File: config.mk
export PLATFORM = sky130hd
export DESIGN_NAME = cache_arbiter
export DESIGN_NICKNAME = d
export VERILOG_FILES = /design/src/mem_pkg.sv /design/src/arbiter_pkg.sv /design/src/arbiter_control.sv /design/src/cache_arbiter.sv
export SDC_FILE = /design/constraint.sdc
export NUM_CORES = 1
export LEC_CHECK = 0
export BUFFER_PORTS_ARGS = -buffer_cell sky130_fd_sc_hd__buf_2
export CAP_MARGIN = 20
export CORE_AREA = 2 2 335 337
export CTS_BUF_LIST = sky130_fd_sc_hd__clkbuf_8
export CTS_CLUSTER_DIAMETER = 100
export DETAILED_ROUTE_END_ITERATION = 12
export DIE_AREA = 0 0 337 339
export SLEW_MARGIN = 20
export SYNTH_ARGS = -nofsm -noshare
export SYNTH_HDL_FRONTEND = slang
export SYNTH_SLANG_ARGS = --single-unit
File: constraint.sdc
create_clock -name clk -period 1.6 [get_ports clk]
set_input_delay 0 -clock clk [delete_from_list [all_inputs] [get_ports clk]]
set_output_delay 0 -clock clk [all_outputs]
set_load 0.005 [all_outputs]
File: src/mem_pkg.sv
package mem_pkg;

    ////////////////////////////////////////////////////////////////////////////
    // line geometry
    ////////////////////////////////////////////////////////////////////////////

    localparam int ADDR_BITS      = 32;
    localparam int OFFSET_BITS    = 5;                          // 32 byte line.
    localparam int LINE_ADDR_BITS = ADDR_BITS - OFFSET_BITS;
    localparam int WORD_BITS      = 32;
    localparam int LINE_WORDS     = 8;
    localparam int LINE_BITS      = WORD_BITS * LINE_WORDS;

    typedef logic [LINE_ADDR_BITS-1:0] line_addr_t;
    typedef logic [LINE_BITS-1:0]      line_data_t;

    ////////////////////////////////////////////////////////////////////////////
    // one side's view of the memory port
    ////////////////////////////////////////////////////////////////////////////

    typedef struct packed
    {
        line_addr_t addr;
        line_data_t wdata;                                      // reads ignore it.
    } line_req_t;

endpackage : mem_pkg

File: src/arbiter_pkg.sv
package arbiter_pkg;

    // who holds the memory port.
    typedef enum logic [1:0]
    {
        idle,
        i_cache,
        d_cache
    } arb_state_t;

    // request mux select.
    typedef logic owner_t;

    localparam owner_t OWNER_I = 1'b0;
    localparam owner_t OWNER_D = 1'b1;

endpackage : arbiter_pkg

File: src/arbiter_control.sv
module arbiter_control
    import arbiter_pkg::*;
(
    input  logic   clk,
    input  logic   rst,
    input  logic   i_read,
    input  logic   d_read,
    input  logic   d_write,
    input  logic   mem_resp,

    output logic   mem_read,
    output logic   mem_write,
    output logic   i_resp,
    output logic   d_resp,
    output owner_t owner
);

    arb_state_t state;
    arb_state_t next_state;
    logic       d_active;

    assign d_active = d_read | d_write;

    ////////////////////////////////////////////////////////////////////////////
    // ownership register
    ////////////////////////////////////////////////////////////////////////////

    always_ff @(posedge clk)
    begin
        if (rst)
        begin
            state <= idle;
        end
        else
        begin
            state <= next_state;
        end
    end

    always_comb
    begin
        next_state = state;

        unique case (state)
            idle:
            begin
                if (i_read)
                begin
                    next_state = i_cache;                       // i side wins a tie.
                end
                else if (d_active)
                begin
                    next_state = d_cache;
                end
            end

            i_cache:
            begin
                if (mem_resp)
                begin
                    next_state = idle;
                end
            end

            d_cache:
            begin
                // held across back to back requests.
                if (!d_active)
                begin
                    next_state = idle;
                end
            end

            default:
            begin
                next_state = idle;
            end
        endcase
    end

    ////////////////////////////////////////////////////////////////////////////
    // strobe gating and response steering
    ////////////////////////////////////////////////////////////////////////////

    always_comb
    begin
        mem_read  = 1'b0;
        mem_write = 1'b0;
        i_resp    = 1'b0;
        d_resp    = 1'b0;
        owner     = OWNER_I;

        unique case (state)
            i_cache:
            begin
                mem_read = i_read;
                i_resp   = mem_resp;
            end

            d_cache:
            begin
                mem_read  = d_read;
                mem_write = d_write;
                d_resp    = mem_resp;
                owner     = OWNER_D;
            end

            default:
            begin
                owner = OWNER_I;                                // port idle.
            end
        endcase
    end

endmodule : arbiter_control

File: src/cache_arbiter.sv
module cache_arbiter
    import mem_pkg::*;
    import arbiter_pkg::*;
(
    input  logic      clk,
    input  logic      rst,
    input  logic      i_read,
    input  logic      d_read,
    input  logic      d_write,
    input  line_req_t i_req,
    input  line_req_t d_req,
    input  logic      mem_resp,

    output logic      mem_read,
    output logic      mem_write,
    output logic      i_resp,
    output logic      d_resp,
    output line_req_t mem_req
);

    owner_t owner;

    arbiter_control arbiter_control_inst
    (
        .clk       (clk),
        .rst       (rst),
        .i_read    (i_read),
        .d_read    (d_read),
        .d_write   (d_write),
        .mem_resp  (mem_resp),
        .mem_read  (mem_read),
        .mem_write (mem_write),
        .i_resp    (i_resp),
        .d_resp    (d_resp),
        .owner     (owner)
    );

    // request mux, strobes are already gated.
    always_comb
    begin
        if (owner == OWNER_D)
        begin
            mem_req = d_req;
        end
        else
        begin
            mem_req = i_req;
        end
    end

endmodule : cache_arbiter

Word level (Yosys, flattened, before mapping)
Cells that the tools add are included.

cells by class
  $add $sub $neg = 0
  multipliers = 0
  div/mod/pow operators = 0
  $lt $le $gt $ge = 0
  equal/unequal tests = 5
  shifts and indexed selects = 0
  mux-type cells = 11
  bitwise operators = 1
  reductions and logical operators = 2

operators with widths
  cell                                            count
  two-way mux 283 bit                             1
  two-way mux 2 bit                               4
  case mux 2 bit (3 select lines)                 1
  two-way mux 1 bit                               4
  != test 2 bit (second input constant)           2
  != test 3 x 2 -> 1 bit (second input constant)  1
  AND reduction 3 bit                             1
  == test 2 x 1 -> 1 bit (second input constant)  1
  == test 2 bit (second input constant)           1
  zero test 2 bit                                 1
  case mux 1 bit (2 select lines)                 1
  OR 1 bit                                        1

word-level totals
  register bits after elaboration = 2
  latch bits = 0
  RAM bits = 0
  memory bits (read-only) = 0
  input port bits = 572
  output and inout bits = 287
  logic and storage cells = 20
  memories = 0

Longest topological paths before layout
  word-level depth = 4
  mapped depth = 6
  mapped depth without buffers = 6

Cells and area by module
Synthesis repeated with hierarchy kept, for this count alone.

unflattened totals
  cell total of the unflattened synthesis = 340
  area total of the unflattened synthesis = 3743.6 µm²

by module, submodules not included
  module           times used  cells each  area each (µm²)  sequential area each (µm²)
  cache_arbiter    1           314         3529.6           0.0
  arbiter_control  1           26          214.0            40.0

Worst setup path before layout
Ideal clock, no wire load.

  path kind = register -> output
  start = register arbiter_control_inst.state[0]
  end = output mem_req[100] (netlist bit)
  data arrival time = 1.311 ns
  required time = 1.600 ns
  slack = 0.289 ns
  cell stages (with the launch flop) = 6
  path buffers = 2
  cell sequence = dfxtp_1 inv_1 ha_1 buf_6 buf_6 mux2_2

RTL lines
  what                    RTL line               text
  start, declared         arbiter_control.sv:18  arb_state_t state;
  start signal, assigned  arbiter_control.sv:32  state <= idle;
  start signal, assigned  arbiter_control.sv:36  state <= next_state;
  end, declared           cache_arbiter.sv:18    output line_req_t mem_req

==> impl_metrics.env <==
export IMPL_postSynthAreaPerCell_um2=11.0
export IMPL_slowest_stage="mux2_4"
export IMPL_slew_headroom=0.779
export IMPL_cts_tree="built"
export IMPL_synth_common_cells="mux2_2, buf_6, ha_1"
export IMPL_cts_buffers=3
export IMPL_path_common_cell="buf_16"
export IMPL_crit_family="buffers and inverters"
export IMPL_drtIter0Drc=294
export IMPL_grt_pass1_vias=7051
export IMPL_period_share=1.13
export IMPL_synth_ff_type="dfxtp_1"
export IMPL_synth_edf_count=0
export IMPL_syn_area_mm2=0.00374
export IMPL_endpoint_kind="primary output"
export IMPL_fp_coreArea_mm2=0.110
export IMPL_cts_root_buffer="clkbuf_8"
export IMPL_final_layout_size_suffix_gt1_frac=0.980
export IMPL_die_area_mm2=0.114
export IMPL_setup_violations=279
export IMPL_worst_ep_required_time_ns=1.60
export IMPL_cts_sinks=2
export IMPL_gp_congestion=0.994
export IMPL_synth_seq_area_share=0.0107
export IMPL_timing_critical_path_buf_inv=5
export IMPL_cp_max_fo=9
export IMPL_nets=1808
export IMPL_dr_pass1_iters=5
export IMPL_ys_types=18
export IMPL_clock_fmax_mhz=555
export IMPL_power_density_mw_per_mm2=539
export IMPL_top_register="arbiter_control_inst.state"
export IMPL_period_needed_ns=1.80
export IMPL_leakage_nw=5.49
export IMPL_ant_nets=0
export IMPL_yosys_area_top_type="mux2_2"
export IMPL_ys_seq_elements=2
export IMPL_drv_cap=0
export IMPL_rsz0062_at_grt="yes"
export IMPL_grt_use_total=0.148
export IMPL_status="complete, but fails checks"
export IMPL_fin_cells=2754
export IMPL_cp_start_kind="flop"
export IMPL_initial_core_util=0.0339
export IMPL_io_pins=859
export IMPL_synth_most_common_cell="mux2_2"
export IMPL_netlist_top_cells_area="mux2_2, buf_6, ha_1"
export IMPL_syn_inst=341
export IMPL_grt_start_max_net_pins=34
export IMPL_min_path_type="input pin to flop"
export IMPL_synth_warning_count=0
export IMPL_top_usage_layer="met2"
export IMPL_worst_pin_slew_ns=0.328
export IMPL_cts_max_path_buffers=2
export IMPL_reg_top3="arbiter_control_inst.state (2)"
export IMPL_port_buffer_count=858
export IMPL_hold_ws_ns=0.124
export IMPL_drc=0
export IMPL_die_x_um=337
export IMPL_clk_pin_slew_ns=0.03
export IMPL_syn_to_final_growth_pct=209
export IMPL_grt_use_met3=0.0974
export IMPL_die_h_um=339
export IMPL_place_inst=2697
export IMPL_drv_slew=0
export IMPL_violations="negative setup slack"
export IMPL_yosysTopAreaCellShare=0.852
export IMPL_grt_overflow_total=0
export IMPL_critical_path_class="flop to primary output"
export IMPL_viasPerCell=2.73
export IMPL_clk_insertion_delay_late_ns=0.21
export IMPL_p_total_w=0.00624
export IMPL_fin_skew_ns=0.00524
export IMPL_largest_register_ffs=2
export IMPL_synthArstFlopShare=0
export IMPL_antenna_found_initial=125
export IMPL_use_met1=0.186
export IMPL_use_met2=0.211
export IMPL_num_vias=7510
export IMPL_drt_wl_total_um=91000
export IMPL_max_vdd_ir_drop_uv=168
export IMPL_hpwl_um=84100
export IMPL_cpPeakStageDelay_ns=0.32
export IMPL_hold_violations=0
export IMPL_path_cells="inv_2, ha_4, buf_12, buf_16, buf_16, mux2_4, buf_6"
export IMPL_synth_fp_nets=917
export IMPL_rows=122
export IMPL_htree_num_levels=1
export IMPL_worst_slack_ns=-0.201
export IMPL_wire_per_inst_um=33.1
export IMPL_grt_first_pass_wirelength_um=101000
export IMPL_arrival_ns=1.80
[layout by cell type (no fill, tap or decap), types with 3 or more instances in the layout]
| cell type | n |
|---|---|
| buf_2 | 755 |
| mux2_2 | 194 |
| buf_6 | 97 |
| mux2_4 | 89 |
| diode_2 | 36 |
| buf_4 | 28 |
| buf_8 | 10 |
| buf_12 | 9 |
| buf_16 | 8 |
| clkbuf_16 | 7 |
| and2_1 | 3 |
| ha_1 | 3 |
| clkbuf_8 | 3 |
[stage by stage]
stage / utilization / setup WS (ns) / TNS [ns] / instance area [µm²]
6_report: 0.105 / -0.201 / -30.88 / 11600
5_1_grt: 0.104 / -0.253 / -49.26 / 11500
4_1_cts: 0.0963 / -0.208 / -41.14 / 10600
3_5_place_dp: 0.0904 / -0.0306 / -0.187 / 9970
3_3_place_gp: 0.0904 / -0.0328 / -0.114 / 9970
2_1_floorplan: - / 0.289 / 0 / 3740
[tightest hold or removal path, delay by kind of cell]
| family | cells | cell delay (ns) |
|---|---|---|
| AOI/OAI and AO/OA | 1 | 0.10 |
| buffers and inverters | 1 | 0.10 |
| and+or+nand+nor | 1 | 0.10 |
[timing repair]
item,4_1_cts,5_1_grt
setup endpoints to repair,265,284
pin swaps,1,0
hold buffers,1,0
endpoints found under the hold margin,2,0
buffers inserted,6,2
gates cloned,3,7
resized for setup,119,176
[path summary, 6_finish.rpt]
kind | from | end | slack, ns | cells after the start
hold reg to reg | arbiter_control_inst.state[1] | arbiter_control_inst.state[1] | 0.70 | 3
setup / recovery | arbiter_control_inst.state[0] | mem_req[123] | -0.20 | 7
setup reg to reg | arbiter_control_inst.state[1] | arbiter_control_inst.state[0] | 0.09 | 7
hold / removal | i_read | arbiter_control_inst.state[1] | 0.12 | 3
[layer usage]
metal | wire length (µm) | share of wire | vias to the layer above
met5 | 688 | 0.0076 | -
met4 | 2420 | 0.027 | 102
met3 | 14800 | 0.16 | 238
met2 | 36200 | 0.40 | 674
met1 | 36900 | 0.41 | 3366
li1 | - | - | 3130
[final cells by class]
class                      instances  area (µm²)
tap                             1488        1860
fill                           12873       98800
antenna                           36        90.1
sequential                         2        42.5
multi-input combinational        306        3690
clock buffer                       3        41.3
inverter                           2        7.51
timing repair buffer             917        5830
[cells by family after synthesis]
kind of cell | count (synthesis) | share of synthesized area
AO/OA/AOI/OAI | 7 | 0.0127
adder cells (fa/ha/maj) | 4 | 0.0134
buffers and inverters | 33 | 0.0937
flip-flops | 2 | 0.0107
multiplexers | 283 | 0.852
AND/OR/NAND/NOR | 12 | 0.0171
[where the power goes]
group          total [W]  switching [W]  internal (W)  leakage, nW
combinational    0.00597        0.00288       0.00309         5.45
clock           0.000203      0.0000437      0.000160       0.0218
sequential     0.0000656     0.00000639     0.0000593       0.0172
Power figures use the tool's default switching activity.
